## config.mk

```make
export PLATFORM = sky130hd
export DESIGN_NAME = warp_scheduler
export DESIGN_NICKNAME = d
export VERILOG_FILES = /design/src/warp_sched_pkg.sv /design/src/warp_state.sv /design/src/barrier_unit.sv /design/src/warp_select.sv /design/src/issue_buffer.sv /design/src/sched_counters.sv /design/src/warp_scheduler.sv
export SDC_FILE = /design/constraint.sdc
export NUM_CORES = 1
export LEC_CHECK = 0
export BUFFER_PORTS_ARGS = -buffer_cell sky130_fd_sc_hd__buf_2
export CORE_ASPECT_RATIO = 1.2
export CORE_MARGIN = 1
export CORE_UTILIZATION = 40
export CTS_CLUSTER_DIAMETER = 50
export DETAILED_ROUTE_END_ITERATION = 10
export PLACE_DENSITY = 0.56
export RECOVER_POWER = 100
export SKIP_LAST_GASP = 1
export SLEW_MARGIN = 10
export SYNTH_ARGS = -nofsm -noshare
export SYNTH_HDL_FRONTEND = slang
export SYNTH_HIERARCHICAL = 1
export SYNTH_SLANG_ARGS = --single-unit
```

## constraint.sdc

```tcl
create_clock -name clk -period 5.6 [get_ports clk]
set_input_delay 0.28 -clock clk [delete_from_list [all_inputs] [get_ports clk]]
set_output_delay 0.28 -clock clk [all_outputs]
set_load 0.1 [all_outputs]
```

## src/warp_sched_pkg.sv

```systemverilog
/*
 * Warp scheduler package.
 * Sizes, per-warp types and the issue entry shared by the scheduler blocks.
 */
package warp_sched_pkg;

    // core geometry
    localparam int NUM_WARPS        = 4;
    localparam int NW_BITS          = 2;
    localparam int NUM_THREADS      = 4;

    // word address without the byte offset
    localparam int PC_BITS          = 30;

    localparam int NUM_BARRIERS     = 4;
    localparam int NB_BITS          = 2;
    localparam int NUM_BRANCH_PORTS = 2;

    // per-cycle issued and committed counts up to NUM_WARPS
    localparam int CNT_BITS         = 3;

    localparam int PENDING_BITS     = 11;
    localparam int CTR_BITS         = 32;

    typedef logic [NW_BITS-1:0]     wid_t;
    typedef logic [NUM_WARPS-1:0]   warp_mask_t;
    typedef logic [NUM_THREADS-1:0] tmask_t;
    typedef logic [PC_BITS-1:0]     pc_t;
    typedef logic [NB_BITS-1:0]     bar_id_t;
    typedef logic [CNT_BITS-1:0]    cnt_t;
    typedef logic [CTR_BITS-1:0]    ctr_t;

    // one issued instruction slot toward fetch
    typedef struct packed {
        wid_t   wid;
        tmask_t tmask;
        pc_t    pc;
    } sched_entry_t;

endpackage

```

## src/warp_state.sv

```systemverilog
/*
 * Warp state.
 * Per-warp active, stall, thread-mask and pc registers and the events that change them.
 */
`timescale 1ns/1ns

module warp_state (
    input  logic                                                  clk,
    input  logic                                                  reset,
    input  warp_sched_pkg::pc_t                                   start_pc,
    input  logic                                                  unlock_valid,
    input  warp_sched_pkg::wid_t                                  unlock_wid,
    input  logic                                                  ctl_valid,
    input  warp_sched_pkg::wid_t                                  ctl_wid,
    input  logic                                                  tmc_valid,
    input  warp_sched_pkg::tmask_t                                tmc_mask,
    input  logic                                                  wspawn_valid,
    input  warp_sched_pkg::warp_mask_t                            wspawn_mask,
    input  warp_sched_pkg::pc_t                                   wspawn_pc,
    input  logic [warp_sched_pkg::NUM_BRANCH_PORTS-1:0]           br_valid,
    input  warp_sched_pkg::wid_t [warp_sched_pkg::NUM_BRANCH_PORTS-1:0] br_wid,
    input  logic [warp_sched_pkg::NUM_BRANCH_PORTS-1:0]           br_taken,
    input  warp_sched_pkg::pc_t [warp_sched_pkg::NUM_BRANCH_PORTS-1:0]  br_dest,
    input  warp_sched_pkg::warp_mask_t                            bar_release,
    input  logic                                                  bar_arrive,
    input  logic                                                  accept_valid,
    input  warp_sched_pkg::wid_t                                  accept_wid,
    input  logic                                                  out_fire,
    input  warp_sched_pkg::sched_entry_t                          out_entry,
    output warp_sched_pkg::warp_mask_t                            ready_warps,
    output warp_sched_pkg::warp_mask_t                            active_warps,
    output warp_sched_pkg::tmask_t [warp_sched_pkg::NUM_WARPS-1:0] thread_masks,
    output warp_sched_pkg::pc_t [warp_sched_pkg::NUM_WARPS-1:0]    warp_pcs
);
    import warp_sched_pkg::*;

    warp_mask_t                  active_n;
    warp_mask_t                  stalled_warps;
    warp_mask_t                  stalled_n;
    tmask_t [NUM_WARPS-1:0]      tmasks_n;
    pc_t [NUM_WARPS-1:0]         pcs_n;

    // spawn request waits here until only one warp is left running
    logic                        spawn_pend;
    warp_mask_t                  spawn_mask;
    pc_t                         spawn_pc;
    wid_t                        spawn_wid;
    logic                        single_warp;
    logic                        spawn_fire;

    assign spawn_fire  = spawn_pend && single_warp;
    assign ready_warps = active_warps & ~stalled_warps;

    always_comb begin
        active_n  = active_warps;
        stalled_n = stalled_warps;
        tmasks_n  = thread_masks;
        pcs_n     = warp_pcs;

        // decode unlock
        if (unlock_valid) begin
            stalled_n[unlock_wid] = 1'b0;
        end

        // spawned warps start with thread 0 only
        if (spawn_fire) begin
            active_n = active_n | spawn_mask;
            for (int i = 0; i < NUM_WARPS; i++) begin
                if (spawn_mask[i]) begin
                    tmasks_n[i] = tmask_t'(1);
                    pcs_n[i]    = spawn_pc;
                end
            end
            stalled_n[spawn_wid] = 1'b0;
        end

        // zero mask retires the warp
        if (ctl_valid && tmc_valid) begin
            active_n[ctl_wid]  = (tmc_mask != '0);
            tmasks_n[ctl_wid]  = tmc_mask;
            stalled_n[ctl_wid] = 1'b0;
        end

        for (int i = 0; i < NUM_BRANCH_PORTS; i++) begin
            if (br_valid[i]) begin
                if (br_taken[i]) begin
                    pcs_n[br_wid[i]] = br_dest[i];
                end
                stalled_n[br_wid[i]] = 1'b0;
            end
        end

        // released waiters resume while a new arrival keeps waiting
        stalled_n = stalled_n & ~bar_release;
        if (bar_arrive) begin
            stalled_n[ctl_wid] = 1'b1;
        end

        // one instruction in flight per warp
        if (accept_valid) begin
            stalled_n[accept_wid] = 1'b1;
        end

        if (out_fire) begin
            pcs_n[out_entry.wid] = out_entry.pc + pc_t'(1);
        end
    end

    always_ff @(posedge clk) begin
        if (reset) begin
            active_warps    <= warp_mask_t'(1);
            stalled_warps   <= '0;
            thread_masks    <= '0;
            thread_masks[0] <= tmask_t'(1);
            warp_pcs        <= '0;
            warp_pcs[0]     <= start_pc;
            spawn_pend      <= 1'b0;
            single_warp     <= 1'b1;
        end else begin
            active_warps  <= active_n;
            stalled_warps <= stalled_n;
            thread_masks  <= tmasks_n;
            warp_pcs      <= pcs_n;
            single_warp   <= (active_warps != '0)
                          && ((active_warps & (active_warps - warp_mask_t'(1))) == '0);
            if (spawn_fire) begin
                spawn_pend <= 1'b0;
            end
            if (ctl_valid && wspawn_valid) begin
                spawn_pend <= 1'b1;
            end
        end
    end

    always_ff @(posedge clk) begin
        if (ctl_valid && wspawn_valid) begin
            spawn_mask <= wspawn_mask;
            spawn_pc   <= wspawn_pc;
            spawn_wid  <= ctl_wid;
        end
    end

endmodule

```

## src/barrier_unit.sv

```systemverilog
/*
 * Barrier unit.
 * Counts arrivals at the local synchronous barriers and reports which warps to release.
 */
`timescale 1ns/1ns

module barrier_unit (
    input  logic                       clk,
    input  logic                       reset,
    input  logic                       bar_valid,
    input  warp_sched_pkg::wid_t       bar_wid,
    input  warp_sched_pkg::bar_id_t    bar_id,
    input  warp_sched_pkg::wid_t       bar_size_m1,
    output warp_sched_pkg::warp_mask_t bar_release,
    output logic                       bar_arrive
);
    import warp_sched_pkg::*;

    // arrivals so far and the warps parked on each barrier
    wid_t [NUM_BARRIERS-1:0]       bar_ctrs;
    warp_mask_t [NUM_BARRIERS-1:0] bar_masks;

    warp_mask_t                    arrive_mask;
    logic                          last_arrival;

    always_comb begin
        arrive_mask          = bar_masks[bar_id];
        arrive_mask[bar_wid] = 1'b1;
        last_arrival         = bar_valid && (bar_ctrs[bar_id] == bar_size_m1);
    end

    // the last warp in releases everyone including itself
    assign bar_release = last_arrival ? arrive_mask : '0;
    assign bar_arrive  = bar_valid && !last_arrival;

    always_ff @(posedge clk) begin
        if (reset) begin
            bar_ctrs  <= '0;
            bar_masks <= '0;
        end else if (bar_valid) begin
            if (last_arrival) begin
                bar_ctrs[bar_id]  <= '0;
                bar_masks[bar_id] <= '0;
            end else begin
                bar_ctrs[bar_id]  <= bar_ctrs[bar_id] + wid_t'(1);
                bar_masks[bar_id] <= arrive_mask;
            end
        end
    end

endmodule

```

## src/warp_select.sv

```systemverilog
/*
 * Warp select.
 * Picks the lowest-index ready warp and forms its issue entry.
 */
`timescale 1ns/1ns

module warp_select (
    input  warp_sched_pkg::warp_mask_t                             ready_warps,
    input  warp_sched_pkg::tmask_t [warp_sched_pkg::NUM_WARPS-1:0] thread_masks,
    input  warp_sched_pkg::pc_t [warp_sched_pkg::NUM_WARPS-1:0]    warp_pcs,
    output logic                                                   cand_valid,
    output warp_sched_pkg::sched_entry_t                           cand_entry
);
    import warp_sched_pkg::*;

    wid_t sel_wid;

    // scan downward so the lowest ready index is the one left standing
    always_comb begin
        sel_wid = '0;
        for (int i = NUM_WARPS - 1; i >= 0; i--) begin
            if (ready_warps[i]) begin
                sel_wid = wid_t'(i);
            end
        end
    end

    assign cand_valid       = (ready_warps != '0);
    assign cand_entry.wid   = sel_wid;
    assign cand_entry.tmask = thread_masks[sel_wid];
    assign cand_entry.pc    = warp_pcs[sel_wid];

endmodule

```

## src/issue_buffer.sv

```systemverilog
/*
 * Issue buffer.
 * Two-entry skid buffer with a registered output stage toward fetch.
 */
`timescale 1ns/1ns

module issue_buffer (
    input  logic                         clk,
    input  logic                         reset,
    input  logic                         in_valid,
    input  warp_sched_pkg::sched_entry_t in_entry,
    output logic                         in_ready,
    output logic                         out_valid,
    output warp_sched_pkg::sched_entry_t out_entry,
    input  logic                         out_ready
);
    import warp_sched_pkg::*;

    logic         skid_valid;
    sched_entry_t skid_entry;
    logic         out_load;

    // ready depends on local state only and not on out_ready
    assign in_ready = ~skid_valid;
    assign out_load = ~out_valid || out_ready;

    always_ff @(posedge clk) begin
        if (reset) begin
            out_valid  <= 1'b0;
            skid_valid <= 1'b0;
        end else if (out_load) begin
            // older skid entry goes first
            if (skid_valid) begin
                out_valid  <= 1'b1;
                skid_valid <= 1'b0;
            end else begin
                out_valid <= in_valid;
            end
        end else if (in_valid && in_ready) begin
            skid_valid <= 1'b1;
        end
    end

    always_ff @(posedge clk) begin
        if (out_load) begin
            if (skid_valid) begin
                out_entry <= skid_entry;
            end else if (in_valid) begin
                out_entry <= in_entry;
            end
        end
        if (!out_load && in_valid && in_ready) begin
            skid_entry <= in_entry;
        end
    end

endmodule

```

## src/sched_counters.sv

```systemverilog
/*
 * Scheduler counters.
 * Cycle, retired-instruction and pending-instruction counts, plus the busy flag.
 */
`timescale 1ns/1ns

module sched_counters (
    input  logic                       clk,
    input  logic                       reset,
    input  warp_sched_pkg::cnt_t       issued_cnt,
    input  warp_sched_pkg::cnt_t       committed_cnt,
    input  warp_sched_pkg::warp_mask_t active_warps,
    output warp_sched_pkg::ctr_t       cycles,
    output warp_sched_pkg::ctr_t       instret,
    output logic                       busy
);
    import warp_sched_pkg::*;

    logic [PENDING_BITS-1:0] pending;
    logic [PENDING_BITS-1:0] pending_n;

    // instructions issued but not yet committed
    assign pending_n = pending + PENDING_BITS'(issued_cnt) - PENDING_BITS'(committed_cnt);

    always_ff @(posedge clk) begin
        if (reset) begin
            pending <= '0;
        end else begin
            pending <= pending_n;
        end
    end

    // busy starts high since warp 0 comes out of reset active
    always_ff @(posedge clk) begin
        if (reset) begin
            busy <= 1'b1;
        end else begin
            busy <= (active_warps != '0) || (pending_n != '0);
        end
    end

    always_ff @(posedge clk) begin
        if (reset) begin
            cycles  <= '0;
            instret <= '0;
        end else begin
            if (busy) begin
                cycles <= cycles + ctr_t'(1);
            end
            instret <= instret + ctr_t'(committed_cnt);
        end
    end

endmodule

```

## src/warp_scheduler.sv

```systemverilog
/*
 * Warp scheduler top.
 * Connects warp state, barriers, warp selection, the issue buffer and the counters.
 */
`timescale 1ns/1ns

module warp_scheduler (
    input  logic                                                   clk,
    input  logic                                                   reset,
    input  warp_sched_pkg::pc_t                                    start_pc,
    input  logic                                                   unlock_valid,
    input  warp_sched_pkg::wid_t                                   unlock_wid,
    input  logic                                                   ctl_valid,
    input  warp_sched_pkg::wid_t                                   ctl_wid,
    input  logic                                                   tmc_valid,
    input  warp_sched_pkg::tmask_t                                 tmc_mask,
    input  logic                                                   wspawn_valid,
    input  warp_sched_pkg::warp_mask_t                             wspawn_mask,
    input  warp_sched_pkg::pc_t                                    wspawn_pc,
    input  logic                                                   bar_valid,
    input  warp_sched_pkg::bar_id_t                                bar_id,
    input  warp_sched_pkg::wid_t                                   bar_size_m1,
    input  logic [warp_sched_pkg::NUM_BRANCH_PORTS-1:0]            br_valid,
    input  warp_sched_pkg::wid_t [warp_sched_pkg::NUM_BRANCH_PORTS-1:0] br_wid,
    input  logic [warp_sched_pkg::NUM_BRANCH_PORTS-1:0]            br_taken,
    input  warp_sched_pkg::pc_t [warp_sched_pkg::NUM_BRANCH_PORTS-1:0]  br_dest,
    input  warp_sched_pkg::cnt_t                                   issued_cnt,
    input  warp_sched_pkg::cnt_t                                   committed_cnt,
    input  logic                                                   sched_ready,
    output logic                                                   sched_valid,
    output warp_sched_pkg::sched_entry_t                           sched_entry,
    output warp_sched_pkg::ctr_t                                   cycles,
    output warp_sched_pkg::ctr_t                                   instret,
    output warp_sched_pkg::warp_mask_t                             active_warps,
    output warp_sched_pkg::tmask_t [warp_sched_pkg::NUM_WARPS-1:0] thread_masks,
    output logic                                                   busy
);
    import warp_sched_pkg::*;

    warp_mask_t             ready_warps;
    pc_t [NUM_WARPS-1:0]    warp_pcs;
    warp_mask_t             bar_release;
    logic                   bar_arrive;
    logic                   cand_valid;
    sched_entry_t           cand_entry;
    logic                   buf_ready;
    logic                   accept;
    logic                   out_fire;

    assign accept   = cand_valid && buf_ready;
    assign out_fire = sched_valid && sched_ready;

    warp_state warp_state_inst (
        .clk          (clk),
        .reset        (reset),
        .start_pc     (start_pc),
        .unlock_valid (unlock_valid),
        .unlock_wid   (unlock_wid),
        .ctl_valid    (ctl_valid),
        .ctl_wid      (ctl_wid),
        .tmc_valid    (tmc_valid),
        .tmc_mask     (tmc_mask),
        .wspawn_valid (wspawn_valid),
        .wspawn_mask  (wspawn_mask),
        .wspawn_pc    (wspawn_pc),
        .br_valid     (br_valid),
        .br_wid       (br_wid),
        .br_taken     (br_taken),
        .br_dest      (br_dest),
        .bar_release  (bar_release),
        .bar_arrive   (bar_arrive),
        .accept_valid (accept),
        .accept_wid   (cand_entry.wid),
        .out_fire     (out_fire),
        .out_entry    (sched_entry),
        .ready_warps  (ready_warps),
        .active_warps (active_warps),
        .thread_masks (thread_masks),
        .warp_pcs     (warp_pcs)
    );

    // barrier strobe rides on the warp-control strobe
    barrier_unit barrier_unit_inst (
        .clk         (clk),
        .reset       (reset),
        .bar_valid   (ctl_valid && bar_valid),
        .bar_wid     (ctl_wid),
        .bar_id      (bar_id),
        .bar_size_m1 (bar_size_m1),
        .bar_release (bar_release),
        .bar_arrive  (bar_arrive)
    );

    warp_select warp_select_inst (
        .ready_warps  (ready_warps),
        .thread_masks (thread_masks),
        .warp_pcs     (warp_pcs),
        .cand_valid   (cand_valid),
        .cand_entry   (cand_entry)
    );

    issue_buffer issue_buffer_inst (
        .clk       (clk),
        .reset     (reset),
        .in_valid  (cand_valid),
        .in_entry  (cand_entry),
        .in_ready  (buf_ready),
        .out_valid (sched_valid),
        .out_entry (sched_entry),
        .out_ready (sched_ready)
    );

    sched_counters sched_counters_inst (
        .clk           (clk),
        .reset         (reset),
        .issued_cnt    (issued_cnt),
        .committed_cnt (committed_cnt),
        .active_warps  (active_warps),
        .cycles        (cycles),
        .instret       (instret),
        .busy          (busy)
    );

endmodule

```

=== Yosys cells after proc, flatten, opt, wreduce, memory -nomap -nowiden ===
Cells that the tools add are included.

* Eq/ne operators: 1
* Reduce and logical (&&, ||, !) cells: 32
* Magnitude comparators: 16
* Bitwise gates (word level): 25
* Muxes and demuxes: 77
* Add/subtract/negate cells: 7

{| class="wikitable"
|+ Operators by type and width
! kind !! number
|-
| 120-bit two-way mux || 6
|-
| 120-bit bitwise mux || 3
|-
| 30-bit two-way mux || 9
|-
| 30-bit demux with 2-bit select || 3
|-
| 36-bit two-way mux || 2
|-
| 4-bit two-way mux || 18
|-
| 30-bit binary-select mux with 2-bit select || 1
|-
| 16-bit two-way mux || 3
|-
| 32-bit by 1-bit adder with 32-bit output (second input constant) || 1
|-
| 32-bit by 3-bit adder with 32-bit output || 1
|-
| 4-bit AND || 8
|-
| 16-bit bitwise mux || 2
|-
| 30-bit by 1-bit adder with 30-bit output (second input constant) || 1
|-
| 4-bit NOT || 7
|-
| 2-bit by 3-bit < comparator with 1-bit output (second input constant) || 8
|-
| 1-bit logical AND || 19
|-
| 16-bit AND || 1
|-
| 4-bit binary-select mux with 2-bit select || 2
|-
| 4-bit demux with 2-bit select || 2
|-
| 2-bit by 1-bit >= comparator with 1-bit output (second input constant) || 8
|-
| 16-bit NOT || 1
|-
| 4-bit OR || 4
|-
| 1-bit demux with 2-bit select || 6
|-
| 2-bit two-way mux || 6
|-
| 22 further kinds || 36
|}

* Input port bits: 158
* Word-level logic and storage cells: 193
* Register bits after elaboration: 356
* Output and inout bits: 122

=== Logic depth before layout (Yosys ltp) ===
Gate-level depths: netlist of run 1.

* Depth after elaboration: 20
* Gate-level depth with buffers: 11
* Gate-level depth less buffers: 11

=== Hierarchy ===
The synthesis of run 1 kept the hierarchy.

{| class="wikitable"
|+ Modules (own cells, without submodules)
! module !! area each (sq um) !! cells an instance !! times used !! sequential area each (sq um)
|-
| warp_state || 10530.1 || 1343 || 1 || 4003.8
|-
| sched_counters || 3667.3 || 430 || 1 || 1521.5
|-
| issue_buffer || 2691.3 || 121 || 1 || 2202.1
|-
| barrier_unit || 1287.5 || 125 || 1 || 480.5
|-
| warp_select || 883.3 || 48 || 1 || 0.0
|-
| warp_scheduler || 18.8 || 3 || 1 || 0.0
|}

=== Least setup slack after synthesis of run 1 ===
No wires, ideal clock.

* Path type: flip-flop to flip-flop
* Start: register warp_state_inst.active_warps[0]
* End: register issue_buffer_inst/skid_entry[0] (netlist bit) (enable)
* Arrival time: 4150 ps
* Path slack: 968 ps
* Clock period less this slack: 4632 ps
* Stages on the path, launching flop included: 5
* Setup time: 482 ps
* Buffers on the path: 0
* Data required time: 5118 ps
* Path through: dfxtp_1 > nor2b_1 > nor2_1 > nand2_1 > nor3b_1

* Longest elaborated chain between the ends: 4

{| class="wikitable"
|+ Ends and longest elaborated chain
! element !! RTL line !! text
|-
| from (decl) || warp_state.sv:31 || <nowiki>output warp_sched_pkg::warp_mask_t active_warps,</nowiki>
|-
| from (signal assigned) || warp_state.sv:111 || <nowiki>active_warps <= warp_mask_t'(1);</nowiki>
|-
| from (signal assigned) || warp_state.sv:120 || <nowiki>active_warps <= active_n;</nowiki>
|-
| 4-bit AND || warp_state.sv:52 || <nowiki>assign ready_warps = active_warps & ~stalled_warps;</nowiki>
|-
| via ready_warps[0] || warp_scheduler.sv:40 || <nowiki>warp_mask_t ready_warps;</nowiki>
|-
| 4-bit nonzero test || warp_select.sv:28 || <nowiki>assign cand_valid = (ready_warps != '0);</nowiki>
|-
| via cand_valid || warp_scheduler.sv:44 || <nowiki>logic cand_valid;</nowiki>
|-
| 1-bit logical AND (2 in a row) || issue_buffer.sv:52 || <nowiki>if (!out_load && in_valid && in_ready) begin</nowiki>
|-
| to (signal assigned) || issue_buffer.sv:53 || <nowiki>skid_entry <= in_entry;</nowiki>
|-
| to (decl) || issue_buffer.sv:20 || <nowiki>sched_entry_t skid_entry;</nowiki>
|}

The timed path passes the listed nets, and every way through them passes these cells.
A chain may end at the register's enable or synchronous reset.

=== Worst setup path in the final report of run 1 ===
* Start: input reset
* End: register warp_state_inst/warp_pcs[14] (netlist bit)

* Longest elaborated chain between the ends: 1

{| class="wikitable"
|+ Ends and longest elaborated chain
! element !! RTL line !! text
|-
| from (decl) || warp_scheduler.sv:9 || <nowiki>input logic reset,</nowiki>
|-
| 30-bit two-way mux || warp_state.sv:110 || <nowiki>if (reset) begin</nowiki>
|-
| to (signal assigned) || warp_state.sv:123 || <nowiki>warp_pcs <= pcs_n;</nowiki>
|-
| to (decl) || warp_state.sv:33 || <nowiki>output warp_sched_pkg::pc_t [warp_sched_pkg::NUM_WARPS-1:0] warp_pcs</nowiki>
|}

No other way between the ends.

==> metrics.md, run 1 <==
| Metric | Value |
|---|---|
| Outcome | `finished with violations` |
| Failing checks | `capacitance limit, slew limit` |
| Worst path slowest cell | `clkbuf_1` |
| Post-synth net total | `2248` |
| GR Util All Layers | `28.41%` |
| Pwr dens | `373.2 nW/um^2` |
| Crit. End Element | `flip-flop` |
| Crit path buf inv count | `3` |
| RR Startpoint | `warp_state_inst/active_warps[2]$_SDFF_PP0_` |
| CTS Sinks | `356` |
| Synthesized flop and latch total | `356` |
| Detailed Place HPWL | `43.99 mm` |
| CP max stage delay | `2.64 ns` |
| Grt met3 use | `5.139%` |
| Critical path's top delay family | `buffers and inverters` |
| Max VDD drop | `0.2312 mV` |
| Synth cell types | `79` |
| Synth async-reset ratio | `0%` |
| Setup_tns | `0 ns` |
| First-pass GRT wire length | `105.5 mm` |
| WHS | `0.03138 ns` |
| Fin Clk Skew | `0.02931 ns` |
| Cell count along the critical path | `6` |
| Fin. Hold Viols | `0` |
| Crit-path max FO | `82` |
| Tmin final | `4.206 ns` |
| Vias | `18240` |
| Synth Flop Type | `dfxtp_1` |
| Drt drc | `0` |
| Die Footprint | `48580 um^2` |
| Synth Cell Area | `19080 um^2` |
| Register area | `8209 um^2` |
| Vias per inst | `6.103` |
| Number of port buffers | `279` |
| DRT iter0 DRCs | `1781` |
| GPL Wtd Cong | `0.8588` |
| CTS tree | `yes` |
| Initial antenna violation count | `1` |
| Area Growth Syn to Fin | `19.87%` |
| Critical path required time | `6.07 ns` |
| Post-synthesis sequential area ratio | `43.02%` |
| Post-CTS sizing | `0` |
| Max-Cap Viols | `5` |
| RSZ-0062 raised after global routing | `false` |
| Final Max Tran Viols | `207` |
| Commonest cells after routing, fill and taps aside | `259 x nand2_1, 247 x dfxtp_1, 167 x a21oi_1, 161 x nor2_1, 149 x clkbuf_1` |
| Mean post-synth cell area | `9.217 um^2` |
| Worst-path cell chain | `clkbuf_1 > inv_1 > buf_4 > nand2_1 > a21oi_1 > a222oi_1` |
| Startpoint types | `input port` |
| Synth warnings | `6` |
| Final nets | `2506` |
| CTS max path bufs | `3` |
| Avg WL per Cell | `23.81 um` |
| Largest net degree at the start of global routing | `173` |
| CTS buffer count | `45` |
| Root Driver | `clkbuf_16` |
| Worst reg2reg path endpoint | `issue_buffer_inst/out_entry[24]$_DFFE_PP_` |
| Final setup viols | `0` |
| Min-Delay Path Class | `in2reg` |
| Max-Slew Margin vs Limit | `-160.3%` |
| R2r setup slk | `1.53 ns` |
| Fmax | `237.8 MHz` |
| Worst-Margin Slew | `3.904 ns` |
| Vias in the first global route | `17250` |
| Crit path to | `warp_state_inst/warp_pcs[14]$_DFF_P_` |
| CTS H-tree lvls | `2` |
| Worst path arrival time | `4.67 ns` |
| Die W | `201.4 um` |
| Starting Density | `40.57%` |
| Clk slew on worst S/H paths | `0.06 ns` |
| Core Area | `47030 um^2` |
| CP Class | `in2reg` |
| Multi-input logic area | `10070 um^2` |
| Post-synth EDFFs | `108` |
| R2R depth | `6` |
| Synth Instances | `2070` |
| Ratio of cells with drive above 1 in the final layout | `15.01%` |
| Most used routing layer | `met2` |
| Commonest non-fill, non-tap cell in the layout | `nand2_1` |
| Period utilization | `75.10%` |
| Top Ports | `280` |
| Met1 Use GR | `35.66%` |
| DRT Pass-1 Iters | `7` |
| Clock latency on the worst-skew pair | `0.60 ns` |
| Antenna Nets Post-Route | `0` |
| GRT overflow | `0` |
| P_leak | `0.008463 uW` |
| FP Rows | `87` |
| CP Launch Point | `reset` |
| Final WL | `71.18 mm` |
| Fill count | `4617` |
| Global Route met2 Usage | `47.96%` |
| Die Ht | `241.2 um` |
==> tightest hold or removal path, cell delays in order <==
cell	delay (ns)
buf_2	0.10
inv_1	0.09
a221oi_1	0.09
==> synth_stat cells (6+ instances only) <==
library cell,instances,area share [%]
and3_1,20,0.66
a221oi_1,68,3.1
o32ai_1,10,0.46
o22ai_1,6,0.20
or3_1,16,0.52
nor3_1,27,0.71
a31oi_1,8,0.26
nor2b_1,12,0.39
nand3b_1,18,0.71
nor3b_1,11,0.43
and4_1,14,0.64
a21oi_1,167,4.4
inv_1,46,0.91
mux4_2,33,3.9
o31ai_1,21,0.83
nand3_1,125,3.3
mux4_1,7,0.96
nand2_1,259,5.1
mux2i_1,35,1.8
nand4_1,31,1.0
o31a_1,6,0.28
clkbuf_1,137,2.7
nor4_1,7,0.23
xnor2_1,23,1.1
edfxtp_1,108,17
nor2_1,163,3.2
and2_1,6,0.20
xor2_1,57,2.6
ha_1,16,1.0
a211oi_1,85,3.3
nand2b_1,15,0.49
mux2_2,37,2.2
and3b_1,6,0.28
dfxtp_1,248,26
buf_2,10,0.26
o21ai_0,52,1.4
o211ai_1,72,2.8
buf_6,11,0.65
==> power breakdown <==
| group | switching (uW) | internal, uW | leakage, uW |
|---|---|---|---|
| clock | 1220 | 1800 | 0.000757 |
| sequential | 242 | 2970 | 0.00306 |
| combinational | 1580 | 717 | 0.00464 |
==> how the worst min path moves through the flow <==
stage,start,endpoint,slack (ns),depth (start not counted)
floorplan,reset,issue_buffer_inst/out_valid$_SDFFE_PP0P_,0.35,1
detailed placement,wspawn_pc[1],warp_state_inst/spawn_pc[1]$_DFFE_PP_,0.46,1
finish,start_pc[9],warp_state_inst/warp_pcs[9]$_DFF_P_,0.03,3
CTS,tmc_mask[0],warp_state_inst/thread_masks[8]$_SDFF_PP0_,0.003,3
global placement,wspawn_pc[12],warp_state_inst/spawn_pc[12]$_DFFE_PP_,0.46,1
global route,tmc_mask[0],warp_state_inst/thread_masks[4]$_SDFF_PP0_,0.03,3
==> registers in the layout, indices dropped and copies added (netlist names), 2 cells and up <==
name                           count
sched_counters_inst/cycles        32
warp_state_inst/active_warps       4
warp_state_inst/spawn_mask         4
warp_state_inst/spawn_wid          2
warp_state_inst/spawn_pc          30
sched_counters_inst/pending       11
warp_state_inst/stalled_warps      4
warp_state_inst/thread_masks      16
barrier_unit_inst/bar_ctrs         8
sched_counters_inst/instret       32
warp_state_inst/warp_pcs         120
barrier_unit_inst/bar_masks       16
issue_buffer_inst/skid_entry      36
issue_buffer_inst/out_entry       36
==> kinds of logic after synthesis <==
kind of cell	after synthesis	share of synthesized area [%]
compound gates	526	18.60
xor+xnor	80	3.673
fa+ha+maj	20	1.469
buf+inv	209	4.650
flops	356	43.02
mux	113	8.959
simple gates	766	19.63
==> per-stage QoR <==
stage	power [uW]	area, um^2	utilization (%)	cells	setup slack (ns)
4_1_cts	8593	23090	49.10	2988	2.346
3_5_place_dp	5525	20910	44.46	2840	2.359
2_1_floorplan	4900	19080	-	2070	0.9685
3_3_place_gp	5480	20890	44.42	2839	2.410
6_report	8534	22870	48.63	2989	1.394
5_1_grt	8893	22870	48.63	2989	1.119
==> per-layer routing <==
layer  routed length [um]  vias up  share of wire, %
met1                27890     8776                39
met5                    0        -                 0
met3                 6439      211               9.0
li1                     -     8245                 -
met2                33790     1010                47
met4                 3058        0               4.3
==> area by class of cell <==
class	count	share of cell area, %
sequential	356	35.90
clock buffer	71	6.210
inverter	46	0.7550
multi-input combinational	1505	44.01
clock inverter	13	0.5307
antenna	1	0.01094
tap	623	3.408
timing repair buffer	374	9.175
==> what timing repair did <==
action / 4_1_cts / 5_1_grt
setup buffers: 0 / 0
hold buffers: 64 / 0
endpoints found under the hold margin: 73 / 0
No activity file was read; power rests on OpenSTA's default activity.
==> inputs of run 2 (changes only) <==
- PLACE_DENSITY: 0.56 -> 0.59
- clock period: 5.6 -> 3.6 ns (I/O delays scaled with it)
==> metrics.md, run 2 (synthesis results as in run 1) <==
| Metric | Value |
|---|---|
| Outcome | `finished with violations (unchanged)` |
| Failing checks | `capacitance limit, slew limit (unchanged)` |
| GRT overflow | `0 (unchanged)` |
| CP Class | `reg2reg (was in2reg)` |
| P_leak | `0.008728 uW (was 0.008463 uW)` |
| CP max stage delay | `0.60 ns (was 2.64 ns)` |
| Worst-Margin Slew | `2.622 ns (was 3.904 ns)` |
| Core Area | `47030 um^2 (unchanged)` |
| Clk slew on worst S/H paths | `0.06 ns (about the same)` |
| Fmax | `307.8 MHz` |
| Min-Delay Path Class | `in2reg (unchanged)` |
| WHS | `0.02910 ns (was 0.03138 ns)` |
| Fill count | `4519 (was 4617)` |
| Crit. End Element | `flip-flop (unchanged)` |
| Vias per inst | `6.057 (was 6.103)` |
| Max-Cap Viols | `4 (was 5)` |
| Crit-path max FO | `9 (was 82)` |
| Drt drc | `0 (unchanged)` |
| Clock latency on the worst-skew pair | `0.59 ns (was 0.60 ns)` |
| FP Rows | `87 (unchanged)` |
| Post-CTS sizing | `0 (unchanged)` |
| Vias | `18510 (was 18240)` |
| DRT Pass-1 Iters | `8 (was 7)` |
| Max VDD drop | `0.4340 mV (was 0.2312 mV)` |
| CTS buffer count | `44 (was 45)` |
| Final setup viols | `0 (unchanged)` |
| Pre-CTS setup slack | `0.6694 ns (was 2.359 ns)` |
| Root Driver | `clkbuf_16 (unchanged)` |
| DRT iter0 DRCs | `1789 (was 1781)` |
| Regs by FF count | `warp_state_inst/warp_pcs: 120 flops, issue_buffer_inst/out_entry: 36 flops, issue_buffer_inst/skid_entry: 36 flops (unchanged)` |
| GPL Wtd Cong | `0.8673 (was 0.8588)` |
| Worst path slowest cell | `edfxtp_1 (was clkbuf_1)` |
| Tmin final | `3.249 ns` |
| CTS Sinks | `356 (unchanged)` |
| Period utilization | `90.25%` |
| Commonest non-fill, non-tap cell in the layout | `nand2_1 (unchanged)` |
| Worst path arrival time | `3.77 ns (was 4.67 ns)` |
| Antenna cell count | `0 (was 1)` |
| Postcts setup bufs | `0 (unchanged)` |
| Area Growth Syn to Fin | `23.01% (was 19.87%)` |
| Die W | `201.4 um (unchanged)` |
| GR Util All Layers | `28.35% (was 28.41%)` |
| Final nets | `2574 (was 2506)` |
| Commonest cells after routing, fill and taps aside | `259 x nand2_1, 247 x dfxtp_1, 167 x a21oi_1, 162 x nor2_1, 151 x clkbuf_1 (was 259 x nand2_1, 247 x dfxtp_1, 167 x a21oi_1, 161 x nor2_1, 149 x clkbuf_1)` |
| Pwr dens | `565.9 nW/um^2 (was 373.2 nW/um^2)` |
| Register area | `8209 um^2 (unchanged)` |
| Initial antenna violation count | `1 (unchanged)` |
| Reg with most FFs | `warp_state_inst/warp_pcs (unchanged)` |
| Flip-flop count of the largest register after layout | `120 (unchanged)` |
| Avg WL per Cell | `23.25 um (was 23.81 um)` |
| Die Footprint | `48580 um^2 (unchanged)` |
| Final WL | `71.03 mm (was 71.18 mm)` |
| Ratio of cells with drive above 1 in the final layout | `14.76% (was 15.01%)` |
| Die Ht | `241.2 um (unchanged)` |
| Number of port buffers | `279 (unchanged)` |
| First-pass GRT wire length | `105.8 mm (was 105.5 mm)` |
| Final Max Tran Viols | `148 (was 207)` |
| Fin. Hold Viols | `0 (unchanged)` |
| Area after DPL | `21090 um^2 (was 20910 um^2)` |
| Multi-input logic area | `10040 um^2 (was 10070 um^2)` |
| Antenna Nets Post-Route | `0 (unchanged)` |
| Worst-path cell chain | `ha_1 > and4_1 > nand2_1 > xnor2_1 > o21ai_0 > o21ai_0 > dlygate4sd3_1 (was clkbuf_1 > inv_1 > buf_4 > nand2_1 > a21oi_1 > a222oi_1)` |
| Max-Slew Margin vs Limit | `-74.77% (was -160.3%)` |
| Top Ports | `280 (unchanged)` |
| Startpoint types | `flip-flop (was input port)` |
| Largest net degree at the start of global routing | `69 (was 173)` |
| Starting Density | `40.57% (unchanged)` |
| Worst path most repeated cell | `o21ai_0` |
| Critical path required time | `4.12 ns (was 6.07 ns)` |
| Setup ws final | `0.3512 ns (was 1.394 ns)` |
| Hold_buf cts | `115 (was 64)` |
| CTS tree | `yes (unchanged)` |
| Fin Clk Skew | `0.03090 ns (was 0.02931 ns)` |
| Detailed Place HPWL | `45.74 mm (was 43.99 mm)` |
| RSZ-0062 raised after global routing | `false (unchanged)` |
| R2r setup slk | `0.35 ns (was 1.53 ns)` |
| Final Instance Area | `23470 um^2 (was 22870 um^2)` |
| Vias in the first global route | `17730 (was 17250)` |
| Setup_tns | `0 ns (unchanged)` |
| CTS max path bufs | `3 (unchanged)` |
| CTS H-tree lvls | `2 (unchanged)` |
-- run 2: cell count changes in the layout (fill, tap and decap cells not counted), sizes merged --
cell and change:
buf +9, inv -3, clkbuf +3, bufinv +2, diode -1, dlygate4sd3 +51, clkinv +5
-- run 2: metrics by stage --
| step | utilization (%) | total power (uW) | instances |
|---|---|---|---|
| 2_1_floorplan | - | 7621 | 2070 |
| 3_3_place_gp | 44.86 | 8552 | 2858 |
| 3_5_place_dp | 44.86 | 8626 | 2858 |
| 4_1_cts | 50.49 | 13340 | 3055 |
| 5_1_grt | 49.90 | 13790 | 3055 |
| 6_report | 49.90 | 13280 | 3055 |
-- run 2: layout make-up --
cell class	count	share of cell area, %
Tap cell	623	3.322
Inverter	46	0.7358
Clock inverter	17	0.7837
Sequential cell	356	34.98
Multi-Input combinational cell	1505	42.78
Timing Repair Buffer	443	11.80
Clock buffer	65	5.598
-- run 2: path summary, 6_finish.rpt --
| check | startpoint | endpoint | cells after the start |
|---|---|---|---|
| worst max register to register | issue_buffer_inst/out_entry[0]$_DFFE_PP_ | warp_state_inst/warp_pcs[8]$_DFF_P_ | 7 |
| worst min register to register | barrier_unit_inst/bar_masks[13]$_SDFFE_PP0P_ | barrier_unit_inst/bar_masks[13]$_SDFFE_PP0P_ | 2 |
| worst min-delay path | br_dest[11] | warp_state_inst/warp_pcs[41]$_SDFF_PP0_ | 3 |
| worst max-delay path | issue_buffer_inst/out_entry[0]$_DFFE_PP_ | warp_state_inst/warp_pcs[8]$_DFF_P_ | 7 |
-- run 2: per-layer routing --
layer  routed length [um]  vias up  share of wire, %  GRT usage [%]
li1                     -     8392                 -              -
met5                    8        -             0.011              0
met3                 6542      254               9.2          5.825
met1                27590     8758                39          34.68
met4                 3639        2               5.1          15.06
met2                33250     1099                47          47.12
-- run 2: worst max-delay path: cells and delay by family (launching register included) --
kind	cells	cell delay [ns]
adders and majority gates	1	0.40
AOI/OAI and AO/OA	2	0.37
DFF	1	0.60
and+or+nand+nor	2	0.69
xor gates and xnor gates	1	0.54
buffers and inverters	1	0.57
-- run 2: report_power, final --
group / switching [uW] / leakage [uW] / internal, uW / total (uW)
sequential: 412 / 0.00306 / 4620 / 5030
combinational: 2470 / 0.00493 / 1180 / 3650
clock: 1850 / 0.000737 / 2760 / 4600
==> inputs of run 3 (changes only) <==
- clock period: 3.6 -> 2.7 ns (I/O delays scaled with it)
==> metrics.md, run 3 (synthesis results as in run 1) <==
| Metric | Value |
|---|---|
| Clock share of power | `33.1% (was 34.6%)` |
| R2R depth | `11 (was 7)` |
| CTS H-tree lvls | `2 (unchanged)` |
| Area after DPL | `21520 um^2 (was 21090 um^2)` |
| Period utilization | `99.59% (was 90.25%)` |
| Drt drc | `0 (unchanged)` |
| Sw Ratio | `35.53% (was 35.59%)` |
| Min-Delay Path Class | `in2reg (unchanged)` |
| CTS max path bufs | `3 (unchanged)` |
| Tmin final | `2.689 ns (was 3.249 ns)` |
| CTS tree | `yes (unchanged)` |
| Root Driver | `clkbuf_16 (unchanged)` |
| Max VDD drop | `0.4749 mV (was 0.4340 mV)` |
| Number of port buffers | `279 (unchanged)` |
| Vias | `18860 (was 18510)` |
| Worst path arrival time | `3.13 ns (was 3.77 ns)` |
| Regs by FF count | `warp_state_inst/warp_pcs: 120 flops, issue_buffer_inst/out_entry: 36 flops, issue_buffer_inst/skid_entry: 36 flops (unchanged)` |
| Crit path to | `sched_counters_inst/busy$_SDFF_PP1_ (was warp_state_inst/warp_pcs[8]$_DFF_P_)` |
| Top Ports | `280 (unchanged)` |
| GPL Wtd Cong | `0.8982 (was 0.8673)` |
| RSZ-0062 raised after global routing | `true (was false)` |
| Detailed Place HPWL | `45.52 mm (was 45.74 mm)` |
| Ratio of cells with drive above 1 in the final layout | `17.01% (was 14.76%)` |
| Critical path required time | `3.14 ns (was 4.12 ns)` |
| Setup_tns | `0 ns (unchanged)` |
| Max-Cap Viols | `0 (was 4)` |
| Reg with most FFs | `warp_state_inst/warp_pcs (unchanged)` |
| Pwr dens | `726.5 nW/um^2 (was 565.9 nW/um^2)` |
| Fin Clk Skew | `0.02154 ns (was 0.03090 ns)` |
| Worst reg2reg path endpoint | `sched_counters_inst/busy$_SDFF_PP1_ (was warp_state_inst/warp_pcs[8]$_DFF_P_)` |
| Clock latency on the worst-skew pair | `0.58 ns (was 0.59 ns)` |
| Outcome | `complete, no violations (was finished with violations)` |
| Final Instance Area | `24280 um^2 (was 23470 um^2)` |
| Share of power burned in registers | `37.3% (was 37.9%)` |
| R2r setup slk | `0.01 ns (was 0.35 ns)` |
| Core Area | `47030 um^2 (unchanged)` |
| Largest net degree at the start of global routing | `86 (was 69)` |
| Commonest non-fill, non-tap cell in the layout | `nand2_1 (unchanged)` |
| CP Class | `reg2reg (unchanged)` |
| FP Rows | `87 (unchanged)` |
| First-pass GRT wire length | `104.9 mm (was 105.8 mm)` |
| Die Footprint | `48580 um^2 (unchanged)` |
| Startpoint types | `flip-flop (unchanged)` |
| Final setup viols | `0 (unchanged)` |
| GR Util All Layers | `27.96% (was 28.35%)` |
| Fill count | `4457 (was 4519)` |
| Initial antenna violation count | `2 (was 1)` |
| Final WL | `70.92 mm (was 71.03 mm)` |
| Antenna Nets Post-Route | `0 (unchanged)` |
| Vias per inst | `6.039 (was 6.057)` |
| Commonest cells after routing, fill and taps aside | `258 x nand2_1, 235 x dfxtp_1, 168 x a21oi_1, 159 x nor2_1, 150 x buf_2 (was 259 x nand2_1, 247 x dfxtp_1, 167 x a21oi_1, 162 x nor2_1, 151 x clkbuf_1)` |
| Flip-flop count of the largest register after layout | `120 (unchanged)` |
| Crit. End Element | `flip-flop (unchanged)` |
| Avg WL per Cell | `22.71 um (was 23.25 um)` |
| GRT overflow | `0 (unchanged)` |
| Crit-path max FO | `3 (was 9)` |
| Area Growth Syn to Fin | `27.26% (was 23.01%)` |
| DRT Pass-1 Iters | `7 (was 8)` |
| Starting Density | `40.57% (unchanged)` |
| Clk slew on worst S/H paths | `0.06 ns (about the same)` |
| DRT iter0 DRCs | `1869 (was 1789)` |
| CTS buffer count | `42 (was 44)` |
| Die W | `201.4 um (unchanged)` |
| Combinational power share | `29.6% (was 27.5%)` |
| Worst-Margin Slew | `1.381 ns (was 2.622 ns)` |
| Final nets | `2644 (was 2574)` |
| RR Startpoint | `sched_counters_inst/pending[1]$_SDFF_PP0_ (was issue_buffer_inst/out_entry[0]$_DFFE_PP_)` |
| Pint | `11370 uW (was 8554 uW)` |
| Switch Pwr | `6268 uW (was 4726 uW)` |
| CTS Sinks | `356 (unchanged)` |
| Fmax | `371.9 MHz (was 307.8 MHz)` |
| Vias in the first global route | `18040 (was 17730)` |
| Die Ht | `241.2 um (unchanged)` |
| Fin. Hold Viols | `0 (unchanged)` |
| Max-Slew Margin vs Limit | `8.303% (was -74.77%)` |
| P_leak | `0.009149 uW (was 0.008728 uW)` |
| CP Launch Point | `sched_counters_inst/pending[1]$_SDFF_PP0_ (was issue_buffer_inst/out_entry[0]$_DFFE_PP_)` |
| Final Max Tran Viols | `0 (was 148)` |
-- run 3: power by group through the flow --
stage / logic (uW) / registers, uW / clock network, uW
floorplan: 2430 / 7730 / 0
global placement: 4860 / 6680 / 0
detailed placement: 4920 / 6690 / 0
CTS: 5140 / 6580 / 5940
global route: 5560 / 6630 / 6150
finish: 5220 / 6580 / 5840
-- run 3: per-layer routing --
metal  vias to the layer above  wire, um  global-route usage, %
met4                         2      3177                  13.66
met3                       243      6225                  4.574
met5                         -        17                      0
met2                      1063     33620                  47.60
met1                      9011     27880                  34.50
li1                       8541         -                      -
-- run 3: stage by stage --
stage	setup WS, ns	instances	power [uW]	hold slack [ns]	utilization (%)
3_5_place_dp	0.05515	2888	11610	0.3131	45.76
5_1_grt	-0.1434	3123	18340	0.02451	51.63
6_report	0.01116	3123	17640	0.01052	51.63
3_3_place_gp	0.1063	2888	11540	0.3116	45.76
4_1_cts	0.02243	3114	17670	0.0009147	51.95
2_1_floorplan	-0.07356	2070	10170	0.2041	-
-- run 3: layout make-up --
cell class / count / area [um^2] / share of cell area [%]
clock inverters: 19 / 205.2 / 0.8451
multi-input cells: 1505 / 10080 / 41.54
well taps: 623 / 779.5 / 3.211
flip-flops and latches: 356 / 8224 / 33.87
repair buffers: 515 / 3597 / 14.82
diodes: 1 / 2.502 / 0.01031
clock buffers: 58 / 1214 / 4.999
inverters: 46 / 172.7 / 0.7112
-- run 3: repair_timing --
item	CTS	global route
gates resized for setup	0	7
hold buffers	149	0
buffers inserted	0	8
setup endpoints to repair	0	9
hold endpoints to repair	175	0
-- run 3: worst max-delay path, stage by stage, from the launching register on --
cell and delay, ns:
dfxtp_1 0.31, inv_1 0.04, fa_1 0.47, inv_1 0.07, fa_1 0.46, buf_4 0.16
a21oi_1 0.14, o22ai_1 0.10, nor2_1 0.26, xor2_1 0.24, and4b_1 0.22, nand4_1 0.09
-- run 3: worst min path at each step --
stage / slack (ns) / cells after the start / endpoint / from
finish: 0.01 / 3 / warp_state_inst/warp_pcs[50]$_SDFF_PP0_ / br_dest[20]
global route: 0.02 / 3 / warp_state_inst/warp_pcs[110]$_SDFF_PP0_ / br_dest[20]
CTS: 0.0009 / 3 / warp_state_inst/warp_pcs[50]$_SDFF_PP0_ / br_dest[20]
detailed placement: 0.31 / 1 / warp_state_inst/spawn_pc[29]$_DFFE_PP_ / wspawn_pc[29]
global placement: 0.31 / 1 / warp_state_inst/spawn_pc[8]$_DFFE_PP_ / wspawn_pc[8]
floorplan: 0.20 / 1 / issue_buffer_inst/out_valid$_SDFFE_PP0P_ / reset
